<file path="src/include/tvBox_params.svh">
`ifndef TVBOX_PARAMS_SVH
`define TVBOX_PARAMS_SVH

// ------------------------------
// Video stream
// ------------------------------
`define COLOR_WIDTH       10          // Bits per colour channel
`define LINE_WIDTH        640         // Pixels per line, default

// ------------------------------
// Timing defaults, in OSC_50 cycles
// ------------------------------
`define TICKS_PER_SECOND  50000000    // One second at 50 MHz
`define PRESS_PERIOD      25000000    // Auto-press repeat period
`define PRESS_START       22000000    // Press begins here within period

// ------------------------------
// Seven-segment display, active low
// ------------------------------
`define DIGIT_COUNT       4           // Decimal digits on HEX0..HEX3
`define SEG_BLANK         7'b1111111  // All segments off

// Digit patterns, bit 0 is segment a
`define SEG_0             7'b1000000
`define SEG_1             7'b1111001
`define SEG_2             7'b0100100
`define SEG_3             7'b0110000
`define SEG_4             7'b0011001
`define SEG_5             7'b0010010
`define SEG_6             7'b0000010
`define SEG_7             7'b1111000
`define SEG_8             7'b0000000
`define SEG_9             7'b0010000

`endif

</file>
<file path="src/hw/panelPkg.sv">
// ------------------------------
// Front panel types
// ------------------------------
package panelPkg;

  // Seven-segment pattern, active low
  // Bit 0 is segment a, bit 6 is segment g
  typedef logic [6:0] sevenSeg_t;

  // One decimal digit, 0..9
  typedef logic [3:0] bcdDigit_t;

  // Pad header buttons, active high
  // Start sits in the top bit
  typedef struct packed {
    logic start;
    logic select;
    logic a;
    logic b;
    logic left;
    logic right;
    logic up;
    logic down;
  } padButtons_t;

  // Largest value a digit may hold before it carries
  localparam bcdDigit_t digitMax = 4'd9;

endpackage

</file>
<file path="src/hw/videoPkg.sv">
`include "tvBox_params.svh"

// ------------------------------
// Pixel stream types
// ------------------------------
package videoPkg;

  // One RGB pixel, red in the top bits
  typedef struct packed {
    logic [`COLOR_WIDTH-1:0] red;
    logic [`COLOR_WIDTH-1:0] green;
    logic [`COLOR_WIDTH-1:0] blue;
  } rgbPixel_t;

  // 3x3 window of set bits
  // Bits 2..0 current line, bit 0 newest pixel
  // Bits 5..3 one line above
  // Bits 8..6 two lines above
  typedef logic [8:0] markWindow_t;

  // Output colours
  localparam rgbPixel_t pixelRed   = '{red: '1, green: '0, blue: '0};
  localparam rgbPixel_t pixelWhite = '{red: '1, green: '1, blue: '1};
  localparam rgbPixel_t pixelBlack = '{red: '0, green: '0, blue: '0};

  // All nine positions set
  localparam markWindow_t windowFull = '1;

endpackage

</file>
<file path="src/hw/blobMarker.sv">
`timescale 1ns/1ps
`include "tvBox_params.svh"

// Marks blobs where a full 3x3 window of set bits is found
module blobMarker
  import videoPkg::*;
#(
  parameter int lineWidth = `LINE_WIDTH   // Pixels per line
)
(
  input  logic      OSC_50,
  input  logic      KEY,        // Async reset, active low
  input  logic      setBit,
  input  logic      setValid,
  output rgbPixel_t pixelOut,
  output logic      outValid
);

  // ------------------------------
  // Line delays and window rows
  // ------------------------------
  // lineDelay[0] is one line back, lineDelay[1] two lines back
  logic [1:0][lineWidth-1:0] lineDelay;

  logic        tapUp1;      // Same column, line above
  logic        tapUp2;      // Same column, two lines above
  logic [2:0]  rowCur;      // Bit 0 newest
  logic [2:0]  rowUp1;
  logic [2:0]  rowUp2;
  markWindow_t nextWindow;  // Window after this shift
  rgbPixel_t   nextColour;

  assign tapUp1 = lineDelay[0][lineWidth-1];
  assign tapUp2 = lineDelay[1][lineWidth-1];

  // Updated window, shifted by one pixel
  assign nextWindow = {rowUp2[1:0], tapUp2,
                       rowUp1[1:0], tapUp1,
                       rowCur[1:0], setBit};

  always_ff @(posedge OSC_50 or negedge KEY)
  begin
    if (!KEY)
    begin
      lineDelay <= '0;
      rowCur    <= '0;
      rowUp1    <= '0;
      rowUp2    <= '0;
    end
    else if (setValid)                      // Gaps hold everything
    begin
      lineDelay[0] <= {lineDelay[0][lineWidth-2:0], setBit};
      lineDelay[1] <= {lineDelay[1][lineWidth-2:0], tapUp1};
      rowCur       <= nextWindow[2:0];
      rowUp1       <= nextWindow[5:3];
      rowUp2       <= nextWindow[8:6];
    end
  end

  // ------------------------------
  // Output colouring
  // ------------------------------
  always_comb
  begin
    if (nextWindow == windowFull)
      nextColour = pixelRed;                // Whole window set
    else if (setBit)
      nextColour = pixelWhite;              // Current pixel only
    else
      nextColour = pixelBlack;
  end

  always_ff @(posedge OSC_50 or negedge KEY)
  begin
    if (!KEY)
    begin
      pixelOut <= pixelBlack;
      outValid <= 1'b0;
    end
    else
    begin
      outValid <= setValid;                 // Second pipeline stage
      if (setValid)
        pixelOut <= nextColour;
    end
  end

endmodule

</file>
<file path="src/hw/lumaThreshold.sv">
`timescale 1ns/1ps
`include "tvBox_params.svh"

// Gray conversion and threshold compare, one register stage
module lumaThreshold
  import videoPkg::*;
(
  input  logic                    OSC_50,
  input  logic                    KEY,        // Async reset, active low
  input  rgbPixel_t               pixelIn,
  input  logic                    pixelValid,
  input  logic [`COLOR_WIDTH-1:0] threshold,  // From DPDT_SW[17:8]
  output logic                    setBit,
  output logic                    setValid
);

  logic [`COLOR_WIDTH-1:0] gray;
  logic                    aboveThreshold;

  // ------------------------------
  // Shift-weighted gray, r/4 + g/2 + b/8
  // ------------------------------
  // Max 255 + 511 + 127 = 893, fits in 10 bits
  assign gray = (pixelIn.red >> 2) + (pixelIn.green >> 1) + (pixelIn.blue >> 3);

  assign aboveThreshold = (gray > threshold);  // Strictly greater

  // Strobe follows pixelValid by one cycle
  always_ff @(posedge OSC_50 or negedge KEY)
  begin
    if (!KEY)
      setValid <= 1'b0;
    else
      setValid <= pixelValid;
  end

  // Result captured only with a valid pixel
  always_ff @(posedge OSC_50)
  begin
    if (pixelValid)
      setBit <= aboveThreshold;
  end

endmodule

</file>
<file path="src/hw/padAutoPress.sv">
`timescale 1ns/1ps
`include "tvBox_params.svh"

// Periodic A press and switch mapping for the pad header
module padAutoPress
  import panelPkg::*;
#(
  parameter int pressPeriod = `PRESS_PERIOD,  // Cycles per period
  parameter int pressStart  = `PRESS_START    // First pressed cycle
)
(
  input  logic        OSC_50,
  input  logic        KEY,          // Async reset, active low
  input  logic [1:0]  DPDT_SW,      // Low two switches
  output padButtons_t padButtons
);

  localparam int periodWidth = $clog2(pressPeriod);

  logic [periodWidth-1:0] periodCount;
  logic                   pressA;

  // ------------------------------
  // Period counter and A press
  // ------------------------------
  always_ff @(posedge OSC_50 or negedge KEY)
  begin
    if (!KEY)
    begin
      periodCount <= '0;
      pressA      <= 1'b0;                  // Released after reset
    end
    else if (periodCount == periodWidth'(pressPeriod - 1))
    begin
      periodCount <= '0;
      pressA      <= 1'b0;                  // End of period, release
    end
    else
    begin
      periodCount <= periodCount + 1'b1;
      if (periodCount == periodWidth'(pressStart - 1))
        pressA <= 1'b1;                     // Press from pressStart on
    end
  end

  // Start releases b and right
  assign padButtons = '{start: DPDT_SW[0], select: DPDT_SW[1], a: pressA,
                        b: ~DPDT_SW[0], left: 1'b1, right: ~DPDT_SW[0],
                        up: 1'b0, down: 1'b0};

endmodule

</file>
<file path="src/hw/tvBox.sv">
`timescale 1ns/1ps
`include "tvBox_params.svh"

// TV box top level, four independent peers
module tvBox
  import videoPkg::*, panelPkg::*;
#(
  parameter int lineWidth      = `LINE_WIDTH,
  parameter int ticksPerSecond = `TICKS_PER_SECOND,
  parameter int pressPeriod    = `PRESS_PERIOD,
  parameter int pressStart     = `PRESS_START
)
(
  input  logic        OSC_50,      // 50 MHz
  input  logic        KEY,         // Async reset, active low
  input  logic [17:0] DPDT_SW,
  input  rgbPixel_t   pixelIn,     // RGB stream in raster order
  input  logic        pixelValid,
  output rgbPixel_t   pixelOut,    // Marked stream, two cycles later
  output logic        outValid,
  output sevenSeg_t   HEX0,
  output sevenSeg_t   HEX1,
  output sevenSeg_t   HEX2,
  output sevenSeg_t   HEX3,
  output sevenSeg_t   HEX4,
  output sevenSeg_t   HEX5,
  output sevenSeg_t   HEX6,
  output sevenSeg_t   HEX7,
  output padButtons_t padButtons
);

  logic setBit;     // Thresholded pixel
  logic setValid;

  // ------------------------------
  // Pixel path
  // ------------------------------
  lumaThreshold i_lumaThreshold (
    .OSC_50     (OSC_50),
    .KEY        (KEY),
    .pixelIn    (pixelIn),
    .pixelValid (pixelValid),
    .threshold  (DPDT_SW[17:8]),
    .setBit     (setBit),
    .setValid   (setValid)
  );

  blobMarker #(.lineWidth(lineWidth)) i_blobMarker (
    .OSC_50   (OSC_50),
    .KEY      (KEY),
    .setBit   (setBit),
    .setValid (setValid),
    .pixelOut (pixelOut),
    .outValid (outValid)
  );

  // ------------------------------
  // Front panel
  // ------------------------------
  uptimeCounter #(.ticksPerSecond(ticksPerSecond)) i_uptimeCounter (
    .OSC_50 (OSC_50),
    .KEY    (KEY),
    .HEX0   (HEX0),
    .HEX1   (HEX1),
    .HEX2   (HEX2),
    .HEX3   (HEX3)
  );

  // Upper four digits unused
  assign HEX4 = `SEG_BLANK;
  assign HEX5 = `SEG_BLANK;
  assign HEX6 = `SEG_BLANK;
  assign HEX7 = `SEG_BLANK;

  padAutoPress #(.pressPeriod(pressPeriod), .pressStart(pressStart)) i_padAutoPress (
    .OSC_50     (OSC_50),
    .KEY        (KEY),
    .DPDT_SW    (DPDT_SW[1:0]),
    .padButtons (padButtons)
  );

endmodule

</file>
<file path="src/hw/uptimeCounter.sv">
`timescale 1ns/1ps
`include "tvBox_params.svh"

// Seconds since reset on HEX0..HEX3, decimal
module uptimeCounter
  import panelPkg::*;
#(
  parameter int ticksPerSecond = `TICKS_PER_SECOND
)
(
  input  logic      OSC_50,
  input  logic      KEY,     // Async reset, active low
  output sevenSeg_t HEX0,    // Ones
  output sevenSeg_t HEX1,    // Tens
  output sevenSeg_t HEX2,    // Hundreds
  output sevenSeg_t HEX3     // Thousands
);

  localparam int tickWidth = $clog2(ticksPerSecond);

  logic [tickWidth-1:0]               tickCount;
  logic                               secondTick;
  bcdDigit_t [`DIGIT_COUNT-1:0]       digits;      // Index 0 is ones
  bcdDigit_t [`DIGIT_COUNT-1:0]       nextDigits;

  // Active-low pattern for one digit
  function automatic sevenSeg_t segDecode(input bcdDigit_t digit);
    case (digit)
      4'd0:    return `SEG_0;
      4'd1:    return `SEG_1;
      4'd2:    return `SEG_2;
      4'd3:    return `SEG_3;
      4'd4:    return `SEG_4;
      4'd5:    return `SEG_5;
      4'd6:    return `SEG_6;
      4'd7:    return `SEG_7;
      4'd8:    return `SEG_8;
      4'd9:    return `SEG_9;
      default: return `SEG_BLANK;
    endcase
  endfunction

  // ------------------------------
  // Second tick divider
  // ------------------------------
  assign secondTick = (tickCount == tickWidth'(ticksPerSecond - 1));

  // Decimal carry chain, 9999 wraps to 0000
  always_comb
  begin
    logic carry;
    carry = secondTick;
    for (int i = 0; i < `DIGIT_COUNT; i++)
    begin
      nextDigits[i] = digits[i];
      if (carry)
      begin
        if (digits[i] == digitMax)
          nextDigits[i] = '0;               // Carry ripples on
        else
        begin
          nextDigits[i] = digits[i] + 4'd1;
          carry = 1'b0;
        end
      end
    end
  end

  always_ff @(posedge OSC_50 or negedge KEY)
  begin
    if (!KEY)
    begin
      tickCount <= '0;
      digits    <= '0;
    end
    else
    begin
      tickCount <= secondTick ? '0 : tickCount + 1'b1;
      digits    <= nextDigits;
    end
  end

  assign HEX0 = segDecode(digits[0]);
  assign HEX1 = segDecode(digits[1]);
  assign HEX2 = segDecode(digits[2]);
  assign HEX3 = segDecode(digits[3]);

endmodule

</file>
<file path="config.mk">
export PLATFORM = sky130hd
export DESIGN_NAME = tvBox
export DESIGN_NICKNAME = d
export VERILOG_FILES = /design/src/hw/panelPkg.sv /design/src/hw/videoPkg.sv /design/src/hw/blobMarker.sv /design/src/hw/lumaThreshold.sv /design/src/hw/padAutoPress.sv /design/src/hw/tvBox.sv /design/src/hw/uptimeCounter.sv
export VERILOG_INCLUDE_DIRS = /design/src /design/src/include
export SDC_FILE = /design/constraint.sdc
export NUM_CORES = 1
export LEC_CHECK = 0
export BUFFER_PORTS_ARGS = -buffer_cell sky130_fd_sc_hd__buf_2
export CELL_PAD_IN_SITES_DETAIL_PLACEMENT = 0
export CELL_PAD_IN_SITES_GLOBAL_PLACEMENT = 1
export CORE_ASPECT_RATIO = 0.7
export CORE_MARGIN = 3
export CORE_UTILIZATION = 29
export CTS_CLUSTER_SIZE = 16
export DETAILED_ROUTE_END_ITERATION = 10
export PLACE_DENSITY_LB_ADDON = 0.1
export SETUP_SLACK_MARGIN = 0.05
export SYNTH_ARGS = -nofsm -noshare
export SYNTH_HDL_FRONTEND = slang
export SYNTH_SLANG_ARGS = --single-unit
</file>
<file path="constraint.sdc">
create_clock -name OSC_50 -period 2.7 [get_ports OSC_50]
set_input_delay 0.27 -clock OSC_50 [delete_from_list [all_inputs] [get_ports OSC_50]]
set_output_delay 0.27 -clock OSC_50 [all_outputs]
set_load 0.01 [all_outputs]
</file>
# Yosys cells after proc, flatten, opt, wreduce, memory -nomap -nowiden
# Memory sizes are Yosys's and may differ from the RTL's.
# Index checks and enable logic that the tools add are counted.
classes:
  add_sub_neg: 8
  mul: 0
  div_mod_pow: 0
  n_lt_le_gt_ge: 1
  n_eq_ne: 8
  shifts: 0
  mux: 16
  bitwise_logic: 1
  reduce_logical: 1
ops:
  columns: ["operator", "n"]
  rows:
  - ["2-to-1 mux 30 bit", 2]
  - ["equality test 25 bit (second input constant)", 2]
  - ["adder 26 x 1 -> 26 bit (second input constant)", 1]
  - ["equality test 26 bit (second input constant)", 1]
  - ["2-to-1 mux 26 bit", 1]
  - ["adder 25 x 1 -> 25 bit (second input constant)", 1]
  - ["2-to-1 mux 25 bit", 1]
  - ["adder 4 x 1 -> 4 bit (second input constant)", 4]
  - ["equality test 4 bit (second input constant)", 4]
  - ["2-to-1 mux 4 bit", 4]
  - ["adder 10 x 7 -> 10 bit", 1]
  - ["adder 8 x 9 -> 10 bit", 1]
  - ["> comparator 10 bit", 1]
  - ["equality test 9 bit (second input constant)", 1]
  - ["2-to-1 mux 1 bit", 8]
  - ["nonzero test 2 bit", 1]
  - ["inverter 1 bit", 1]
word_totals:
  register_bits: 1387
  latch_bits: 0
  ramBits: 0
  rom_bits: 448
  word_cells: 57
  n_memories: 4
memory_table:
  columns: ["memory", "depth", "width", "rd", "rd_ports_with_merged_regs", "write_ports", "line_no", "rtl"]
  rows:
  - ["(name not given)", 16, 7, 1, 0, 0, "uptimeCounter.sv:28", "case (digit)"]
  - ["(name not given)", 16, 7, 1, 0, 0, "uptimeCounter.sv:28", null]
  - ["(name not given)", 16, 7, 1, 0, 0, "uptimeCounter.sv:28", null]
  - ["(name not given)", 16, 7, 1, 0, 0, "uptimeCounter.sv:28", null]

# Logic depth before layout (Yosys ltp)
# Gate-level depths: netlist (run 1).
depth:
  word_depth: 5
  mapped_depth: 17
  mapped_depth_nobuf: 17

# Cells and area by module
# Synthesis (run 1) repeated with hierarchy kept, for this count alone.
hier_totals:
  hier_cells: 3343
  area_unflattened_um2: 53408.7
modules_own_cells:
  columns: ["mod", "instances", "cells_each", "area_per_inst_um2", "seq_area_each_um2"]
  rows:
  - ["blobMarker", 1, 2747, 48011.0, 32155.8]
  - ["uptimeCounter", 1, 334, 2974.1, 1051.0]
  - ["padAutoPress", 1, 148, 1435.1, 650.6]
  - ["lumaThreshold", 1, 85, 774.5, 55.1]
  - ["tvBox", 1, 29, 214.0, 0.0]

# Worst setup path before layout (run 1)
# No wires, ideal clock.
synth_timing:
  kind: "input-to-reg"
  from: "input port pixelIn[4] (netlist bit)"
  to: "register i_lumaThreshold.setBit (data pin)"
  setup_ns: 0.255
  arrival_ns: 2.790
  required_time_ns: 2.445
  slack_ns: -0.345
  path_stages: 17
  path_cell_list: "inv_1 -> fa_1 -> inv_1 -> ha_1 -> inv_1 -> fa_1 -> nor2b_1 -> o21ai_0 -> a21oi_1 -> a211oi_1 -> nor3_1 -> ha_1 -> and3_1 -> nand4_1 -> o21ai_0 -> a21oi_1 -> nor2_1"
synth_via:
  elab_chain_len: 2
synth_lines:
  columns: ["item", "line_no", "rtl"]
  rows:
  - ["start: declaration", "tvBox.sv:17", "input rgbPixel_t pixelIn,"]
  - ["adder 10 x 7 -> 10 bit", "lumaThreshold.sv:24", "assign gray = (pixelIn.red >> 2) + (pixelIn.green >> 1) + (pixelIn.blue >> 3);"]
  - ["> comparator 10 bit", "lumaThreshold.sv:26", "assign aboveThreshold = (gray > threshold);"]
  - ["named net i_lumaThreshold.aboveThreshold", "lumaThreshold.sv:18", "logic aboveThreshold;"]
  - ["end signal: assignment", "lumaThreshold.sv:41", "setBit <= aboveThreshold;"]
  - ["end: declaration", "lumaThreshold.sv:13", "output logic setBit,"]
# The timed path passes the listed nets, and every way through them passes these cells.
# A chain may end at the register's enable or synchronous reset.

# Worst setup path after layout (run 1)
# Ends and elaborated chain as after synthesis.

==> results.yml, run 1 <==
synthesis:
  synth_top_area_share_pct: 64.5
  synthesis.area_mm2: 0.0525
  syn_area_per_cell_um2: 15.8
  synth_cells: 3335
  synth-seq-cells: 1355
  synth_top_family_by_area: "multiplexers"
  ys_seq_area_share_pct: 64.5
  synthMostInstantiatedCell: "dfrtp_1"
  ys_types: 54
  synth_edf_count: 1
  synth_mux_area_share_pct: 27.6
  synth_fa_ha_area_share_pct: 1.28
  synth_largest_area_cell: "dfrtp_1"
  synth-simple-area-share_pct: 2.46
  async_flop_share_pct: 99.9
  dominantRegCellSynth: "dfrtp_1"
  synth_xor_area_share_pct: 0.784
  yosys-top-cells-count: "1,354 x dfrtp_1, 1,284 x mux2_2, 128 x clkbuf_1"
  synth_compound_area_share_pct: 0.905
  ys_warn_count: 0
  netlist_top_cells_area: "dfrtp_1 64%, mux2_2 28%, ha_1 0.98%, buf_4 0.91%, clkbuf_1 0.91%"
global_routing:
  grtUsageTotal_pct: 8.83
  grt_first_pass_wirelength_mm: 140
  grt_max_degree: 139
  grt_pass1_vias: 27900
  grt_overflow: 0
  antenna_found_initial: 1
flow_run:
  cap_violations: 0
power_and_ir_drop:
  p_int_mw: 33.2
  p_sw_share_pct: 21.7
  switchingPower_mw: 9.19
  comb_power_share_pct: 4.6
  power.leakage_nw: 30.8
  vdd_drop_max_v: 0.000620
  p_clk_share_pct: 46.6
  p_per_area_mw_per_mm2: 695
  p_total_mw: 42.4
  sequentialPowerShare_pct: 48.8
setup_path:
  critical_path_arrival_ns: 3.05
  crit_slowest_cell: "fa_1"
  cp_num_buf_inv: 4
  cp-end-kind: "register"
  critPathMaxStageDelay_ns: 0.53
  start_kind: "primary input"
  crit_top_cell: "inv_1"
  worstPathCellList: "buf_2, inv_1, fa_1, inv_1, ha_1, inv_1, fa_2, nor2b_1, o21ai_1, a21oi_2, a211oi_1, nor3_1, ha_1, and3_1, nand4_1, o21ai_1, a21oi_1, nor2_1"
  critPathMaxFanout: 2
  cp.required_ns: 3.19
  cp_top_family: "adder cells"
  crit_type: "in -> reg"
place:
  place_congestion: 0.693
  hpwl_mm: 46.7
  dp.cells: 5710
  pre_cts_ws_ns: -0.652
  io_buffers: 100
sta:
  timing.final.ws_setup_ns: 0.142
  setup-violations-final: 0
  maxSlewHeadroom_pct: 44.5
  report.final.hold_viol_count: 0
  fmax_mhz: 391
  period_minus_slack_ns: 2.56
  final.period_utilization_pct: 94.8
  rsz0062_at_grt: "yes"
  drv_slew: 0
  fin_skew_ns: 0.0202
  tightest_slew_ns: 0.833
clock_network:
  cts_buffers: 145
  clock_tree.root_cell: "clkbuf_16"
  tritoncts: "built"
  clk_pin_slew_ns: 0.05
  htreeDepth: 4
  clock_sinks: 1355
  worst_skew_pair.late_latency_ns: 0.75
  cts_buffer_depth: 3
finish:
  nNetsFinal: 3587
  finalNonFillerCells: 5974
  multi_input_area_mm2: 0.0175
  fillers: 17100
  drive_gt1_share_pct: 48.0
  synthToLayoutAreaGrowth_pct: 16.1
  seqCellArea_mm2: 0.0339
detailed_routing:
  drt_iter0_drc: 872
  drc: 0
  ant_nets: 0
  wire_per_inst_um: 13.2
  vias: 25700
  routed_wl_mm: 79.1
  drtPass1Iterations: 5
  vias_per_cell: 4.30
floorplan:
  die_x_um: 515
  io_pins: 146
  design.core.area_mm2: 0.180
  die_area_mm2: 0.186
  num_rows: 130
  start_util_pct: 29.2
  fp.dieH_um: 362
run_status:
  status: "completed"
hold_path:
  hold_class: "in -> reg"
## logic make-up after synthesis
| logic type | after synthesis |
|---|---|
| AOI/OAI and AO/OA | 85 |
| xor gates and xnor gates | 47 |
| adders and majority gates | 49 |
| buffers and inverters | 263 |
| DFF | 1355 |
| muxes | 1287 |
| other | 2 |
| and+or+nand+nor | 247 |
## power by group through the flow
stage | clock, mW | sequential [mW] | combinational, mW
after global routing | 21.7 | 20.7 | 2.21
after detailed placement | 0 | 21.1 | 2.02
final | 19.8 | 20.7 | 1.96
after CTS | 20.8 | 20.7 | 2.03
after global placement | 0 | 21.1 | 1.97
after floorplan | 0 | 21.0 | 1.26
## repair_timing
action                                  4_1_cts  5_1_grt
buffers inserted                              0        2
hold buffers                                  4        0
endpoints found under the hold margin       679        0
endpoints found under the setup margin        2        9
gates resized for setup                       1        9
## flip-flops by register name, summed over array words and instances (netlist names)
register and flops:
i_lumaThreshold.setValid 1, i_blobMarker.outValid 1, i_padAutoPress.pressA 1, i_blobMarker.pixelOut 2
i_uptimeCounter.digits 16, i_blobMarker.rowCur 1, i_uptimeCounter.tickCount 26, i_blobMarker.lineDelay 1278
i_padAutoPress.periodCount 25, i_lumaThreshold.setBit 1, i_blobMarker.rowUp1 1, i_blobMarker.rowUp2 2
## layout make-up
type | count | area share, %
clock buffers | 229 | 7.37
well taps | 2376 | 4.87
inverters | 43 | 0.265
clock inverters | 28 | 0.484
flip-flops and latches | 1355 | 55.6
diodes | 1 | 0.00410
multi-input cells | 1746 | 28.7
repair buffers | 196 | 2.72
## worst min-delay path, delay by kind of cell
kind / cells / cell delay, ns
AND/OR/NAND/NOR: 3 / 0.19
buffers and inverters: 1 / 0.08
adder cells (fa/ha/maj): 1 / 0.12
## path summary, 6_finish.rpt
path / startpoint / to / slack (ns) / cells past startpoint
max in group asynchronous: KEY / i_blobMarker.lineDelay[627] / 0.96 / 4
worst min register to register: i_blobMarker.lineDelay[862] / i_blobMarker.lineDelay[863] / 0.48 / 1
worst max register to register: i_padAutoPress.periodCount[0] / i_padAutoPress.periodCount[3] / 0.27 / 7
worst max-delay path: pixelIn[4] / i_lumaThreshold.setBit / 0.14 / 18
min in group asynchronous: KEY / i_blobMarker.lineDelay[173] / 0.62 / 3
worst min-delay path: DPDT_SW[8] / i_lumaThreshold.setBit / 0.10 / 5
## per-layer routing
| layer | up-vias | wire (µm) | GRT usage [%] |
|---|---|---|---|
| met4 | 0 | 2370 | 3.69 |
| met1 | 13300 | 37900 | 11.7 |
| met3 | 174 | 2970 | 2.17 |
| met5 | - | 0 | 0 |
| li1 | 12000 | - | - |
| met2 | 269 | 35900 | 13.8 |
## per-stage QoR
step	instance area, µm²	TNS (ns)	hold slack (ns)	util (%)
6_report	61000	0	0.105	33.9
5_1_grt	61000	-0.0168	0.0838	33.9
4_1_cts	60900	0	0.0159	33.9
3_5_place_dp	56100	-0.652	0.183	31.2
3_3_place_gp	56100	-0.633	0.184	31.2
2_1_floorplan	52700	-0.216	-0.0256	-
## layout by cell type (no fill, tap or decap), types with 38 or more instances in the layout
cell type and count:
dfrtp_1 1350, clkbuf_8 38, mux2_2 1284, buf_4 59
inv_1 43, buf_2 99, o21ai_0 39, ha_1 41
nor2_1 66, clkbuf_16 153, nand2_1 61, clkbuf_1 38
Note: power is estimated with default switching activity, not from simulation.
==> run 2, diff against run 1 <==
SYNTH_HIERARCHICAL = 1   (was unset)
clock period = 2.8 ns   (was 2.7 ns; I/O delays follow)
==> results.yml, run 2 <==
run_status:
  status: "completed"
setup_path:
  reg2reg_slack_ns: 0.45
  cp_num_buf_inv: 1
  crit_type: "in -> reg"
  crit_slowest_cell: "fa_1"
  crit_path_end: "i_lumaThreshold/setBit"
  crit_cells: 14
  r2r_cells: 4
  cp_top_family: "adder cells"
  critPathMaxStageDelay_ns: 0.58
  critical_path_arrival_ns: 3.31
  critPathMaxFanout: 3
  cp.required_ns: 3.40
  start_kind: "primary input"
  r2r-end: "i_uptimeCounter/digits[13]"
  worstPathCellList: "buf_2, fa_1, ha_4, and3_4, a221o_1, or4_1, o311a_1, xor2_1, ha_1, nand3_2, nor3_2, o21ai_1, o21a_1, a32oi_1"
  cp-end-kind: "register"
  crit_start: "pixelIn[7]"
  rr_startpoint: "i_uptimeCounter/tickCount[13]"
finish:
  final_area_mm2: 0.0614
  largest_reg_flops: 1280
  fillers: 17600
  layout_commonest_cell: "dfrtp_1"
  final_util_pct: 33.6
  multi_input_area_mm2: 0.0178
  finalNonFillerCells: 6076
  synthToLayoutAreaGrowth_pct: 14.9
  top_register: "i_blobMarker/lineDelay"
  drive_gt1_share_pct: 48.7
  top_regs: "i_blobMarker/lineDelay: 1280 flops, i_uptimeCounter/tickCount: 26 flops, i_padAutoPress/periodCount: 25 flops"
  seqCellArea_mm2: 0.0339
  final_cell_mix: "1,349 x dfrtp_1, 1,289 x mux2_2, 148 x clkbuf_16, 97 x buf_2, 73 x buf_4"
  nNetsFinal: 3602
clock_network:
  clock_tree.root_cell: "clkbuf_16"
  clk_pin_slew_ns: 0.06
  cts_buffers: 147
  worst_skew_pair.late_latency_ns: 0.76
  tritoncts: "built"
  htreeDepth: 4
  cts_buffer_depth: 3
  clock_sinks: 1355
detailed_routing:
  vias_per_cell: 4.26
  routed_wl_mm: 81.5
  ant_nets: 0
  drtPass1Iterations: 4
  vias: 25900
  wire_per_inst_um: 13.4
  drt_iter0_drc: 1063
  drc: 0
floorplan:
  io_pins: 146
  start_util_pct: 29.3
  die_area_mm2: 0.189
  fp.dieH_um: 365
  design.core.area_mm2: 0.183
  num_rows: 131
  die_x_um: 519
sta:
  fin_skew_ns: 0.0257
  rsz0062_at_grt: "yes"
  report.final.hold_viol_count: 0
  maxSlewHeadroom_pct: 36.1
  tightest_slew_ns: 0.958
  fmax_mhz: 369
  hold-worst-slack_ns: 0.160
  finalSetupTns_ns: 0
  timing.final.ws_setup_ns: 0.0906
  final.period_utilization_pct: 96.8
  setup-violations-final: 0
  drv_slew: 0
  period_minus_slack_ns: 2.71
synthesis:
  yosys-top-cells-count: "1,354 x dfrtp_1, 1,289 x mux2_2, 77 x buf_6"
  netlist_top_cells_area: "dfrtp_1 63%, mux2_2 27%, buf_6 1.6%, ha_1 0.96%, buf_4 0.91%"
  synth_mux_area_share_pct: 27.3
  synthesis.area_mm2: 0.0534
  synth_edf_count: 1
  synth_fa_ha_area_share_pct: 1.26
  synth_top_family_by_area: "multiplexers"
  dominantRegCellSynth: "dfrtp_1"
  syn_area_per_cell_um2: 16.0
  synth_cells: 3343
  synth_xor_area_share_pct: 0.623
  ys_warn_count: 6
  synth_compound_area_share_pct: 1.16
  async_flop_share_pct: 99.9
  ys_types: 67
  synth-seq-cells: 1355
  synthMostInstantiatedCell: "dfrtp_1"
  ys_seq_area_share_pct: 63.5
  synth_top_area_share_pct: 63.4
  synth-simple-area-share_pct: 2.54
  synth_largest_area_cell: "dfrtp_1"
power_and_ir_drop:
  power.leakage_nw: 30.9
  vdd_drop_max_v: 0.000522
  p_per_area_mw_per_mm2: 665
  p_total_mw: 40.8
hold_path:
  hold_class: "in -> reg"
  holdPathStages: 5
place:
  hpwl_mm: 48.2
  io_buffers: 100
  place_congestion: 0.697
  dp.cells: 5802
  pre_cts_ws_ns: -0.692
  postPlaceCellArea_mm2: 0.0565
global_routing:
  grt_max_degree: 169
  grt_first_pass_wirelength_mm: 143
  grt_overflow: 0
  grt_pass1_vias: 28200
  grtUsageTotal_pct: 8.86
  antenna_found_initial: 2
flow_run:
  cap_violations: 0
-- run 2: what timing repair did --
| item | CTS | global route |
|---|---|---|
| setup buffers | 0 | 5 |
| setup endpoints to repair | 4 | 6 |
| gates resized for setup | 4 | 13 |
| pin swaps | 0 | 9 |
| hold buffers | 6 | 0 |
| hold endpoints to repair | 640 | 0 |
-- run 2: cell type report --
cell class                      instances  share of cell area, %
Clock buffer                          215                   6.98
Clock inverter                         46                  0.762
Antenna cell                            2                0.00815
Inverter                               43                  0.265
Tap cell                             2460                   5.02
Timing Repair Buffer                  207                   2.76
Multi-Input combinational cell       1748                   28.9
Sequential cell                      1355                   55.3
-- run 2: how the worst min path moves through the flow --
stage,from,to,slack (ns)
5_1_grt,DPDT_SW[17],i_lumaThreshold/setBit,0.13
3_3_place_gp,KEY,i_blobMarker/lineDelay[1227],0.22
4_1_cts,DPDT_SW[17],i_lumaThreshold/setBit,0.09
3_5_place_dp,KEY,i_blobMarker/lineDelay[1227],0.22
2_1_floorplan,KEY,i_blobMarker/lineDelay[0],-0.02
6_report,DPDT_SW[17],i_lumaThreshold/setBit,0.16
-- run 2: logic make-up after synthesis --
kind of cell | Yosys count
AO/OA/AOI/OAI | 103
XOR/XNOR | 38
flip-flops | 1355
adder cells (fa/ha/maj) | 49
multiplexers | 1296
AND/OR/NAND/NOR | 231
buffers and inverters | 268
other | 3
-- run 2: worst reg2reg max path: stages, from the launching register on --
cell,delay (ns)
dfrtp_1,0.40
and4_1,0.47
nand4_2,0.48
nor4_4,0.49
mux2_2,0.38
-- run 2: where the power goes --
part | switching, mW | internal (mW) | leakage, nW | total [mW]
logic | 1.08 | 0.827 | 9.67 | 1.91
registers | 0.116 | 19.8 | 18.9 | 19.9
clock network | 7.77 | 11.3 | 2.36 | 19.0
-- run 2: metal layers --
layer / vias to the layer above / routed length (µm) / GRT usage [%]
li1: 12100 / - / -
met1: 13300 / 38700 / 11.5
met2: 249 / 37300 / 14.1
met3: 187 / 3190 / 2.35
met4: 0 / 2390 / 3.48
met5: - / 0 / 0
==> run 3, diff against run 2 <==
PLACE_DENSITY = 0.46   (was unset)
PLACE_DENSITY_LB_ADDON = unset   (was 0.1)
==> results.yml, run 3 (synthesis results as in run 2) <==
sta:
  maxSlewHeadroom_pct: 57.3
  setup-violations-final: 0
  hold-worst-slack_ns: 0.108
  fin_skew_ns: 0.0205
  tightest_slew_ns: 0.641
  final.period_utilization_pct: 99.8
  rsz0062_at_grt: "yes"
  period_minus_slack_ns: 2.79
  report.final.hold_viol_count: 0
  drv_slew: 0
  timing.final.ws_setup_ns: 0.00695
  fmax_mhz: 358
power_and_ir_drop:
  vdd_drop_max_v: 0.000581
  p_total_mw: 40.4
  p_per_area_mw_per_mm2: 658
  power.leakage_nw: 30.9
floorplan:
  die_x_um: 519
  die_area_mm2: 0.189
  fp.dieH_um: 365
  start_util_pct: 29.3
  num_rows: 131
  io_pins: 146
  design.core.area_mm2: 0.183
clock_network:
  worst_skew_pair.late_latency_ns: 0.73
  cts_buffers: 143
  clock_tree.root_cell: "clkbuf_16"
  cts_buffer_depth: 3
  clk_pin_slew_ns: 0.06
  clock_sinks: 1355
  tritoncts: "built"
  htreeDepth: 4
setup_path:
  rr_startpoint: "i_padAutoPress/periodCount[0]"
  reg2reg_slack_ns: 0.54
  cp.required_ns: 3.26
  start_kind: "primary input"
  critical_path_arrival_ns: 3.25
  critPathMaxFanout: 4
  crit_start: "pixelIn[27]"
  cp-end-kind: "register"
  crit_type: "in -> reg"
finish:
  layout_commonest_cell: "dfrtp_1"
  drive_gt1_share_pct: 48.6
  final_util_pct: 33.6
  seqCellArea_mm2: 0.0339
  fillers: 17700
  nNetsFinal: 3618
  top_register: "i_blobMarker/lineDelay"
  top_regs: "i_blobMarker/lineDelay: 1280 flops, i_uptimeCounter/tickCount: 26 flops, i_padAutoPress/periodCount: 25 flops"
  largest_reg_flops: 1280
  multi_input_area_mm2: 0.0177
  final_cell_mix: "1,350 x dfrtp_1, 1,289 x mux2_2, 146 x clkbuf_16, 98 x buf_2, 86 x buf_4"
  synthToLayoutAreaGrowth_pct: 15.0
detailed_routing:
  vias_per_cell: 4.22
  wire_per_inst_um: 13.3
  drt_iter0_drc: 1030
  drtPass1Iterations: 4
  ant_nets: 0
  routed_wl_mm: 80.8
  drc: 0
  vias: 25700
run_status:
  status: "completed"
hold_path:
  hold_class: "in -> reg"
  worstHoldStart: "DPDT_SW[9]"
place:
  pre_cts_ws_ns: -0.740
  place_congestion: 0.673
  hpwl_mm: 47.0
  io_buffers: 100
global_routing:
  grt_first_pass_wirelength_mm: 144
  grt_max_degree: 92
  grt_pass1_vias: 27400
  grt_overflow: 0
  antenna_found_initial: 1
  grtUsageTotal_pct: 8.85
flow_run:
  cap_violations: 0
## run 3: layout make-up
| class | count | share of cell area, % |
|---|---|---|
| clock buffer | 216 | 6.93 |
| multi-input combinational | 1748 | 28.8 |
| inverter | 43 | 0.265 |
| clock inverter | 34 | 0.554 |
| timing repair buffer | 227 | 3.19 |
| tap | 2460 | 5.01 |
| sequential | 1355 | 55.2 |
| antenna | 1 | 0.00407 |
## run 3: routing by layer
| metal | wire length, µm | share of wire, % | track usage (%) | up-vias |
|---|---|---|---|---|
| li1 | - | - | - | 12100 |
| met1 | 43000 | 53 | 13.2 | 13200 |
| met2 | 32900 | 41 | 12.4 | 217 |
| met3 | 2680 | 3.3 | 1.96 | 163 |
| met4 | 2240 | 2.8 | 3.43 | 0 |
| met5 | 0 | 0 | 0 | - |
## run 3: what timing repair did
action                     CTS  global route
hold endpoints to repair   272             0
resized for setup            2             5
buffers inserted             0             1
hold buffers                 3             0
setup endpoints to repair    1             5
pin swaps                    0             6
## run 3: stage by stage
step           cell area [µm²]  instances  setup TNS (ns)
6_report                 61400       6084               0
5_1_grt                  61400       6084          -0.134
4_1_cts                  61400       6082               0
3_5_place_dp             56800       5829          -0.740
3_3_place_gp             56800       5829          -0.741
2_1_floorplan            53500       3371          -0.332
## run 3: worst max-delay path, cell delays in order
cell and delay, ns:
buf_2 0.11, fa_1 0.58, ha_4 0.22, and3_1 0.17
a221o_1 0.33, or4_1 0.41, o311a_1 0.14, xor2_1 0.15
ha_1 0.30, buf_4 0.14, a21o_1 0.17, a21oi_1 0.17
a32oi_1 0.08
## run 3: path summary, 6_finish.rpt
check / to / cells past startpoint
min in group asynchronous: i_blobMarker/lineDelay[1202] / 2
max in group asynchronous: i_blobMarker/lineDelay[341] / 3
min: i_lumaThreshold/setBit / 4
max reg2reg: i_padAutoPress/periodCount[6] / 6
min reg2reg: i_uptimeCounter/tickCount[0] / 1
max: i_lumaThreshold/setBit / 13
## run 3: report_power, final
part / internal (mW) / switching (mW)
logic: 0.840 / 1.10
clock network: 10.9 / 7.64
registers: 19.8 / 0.113
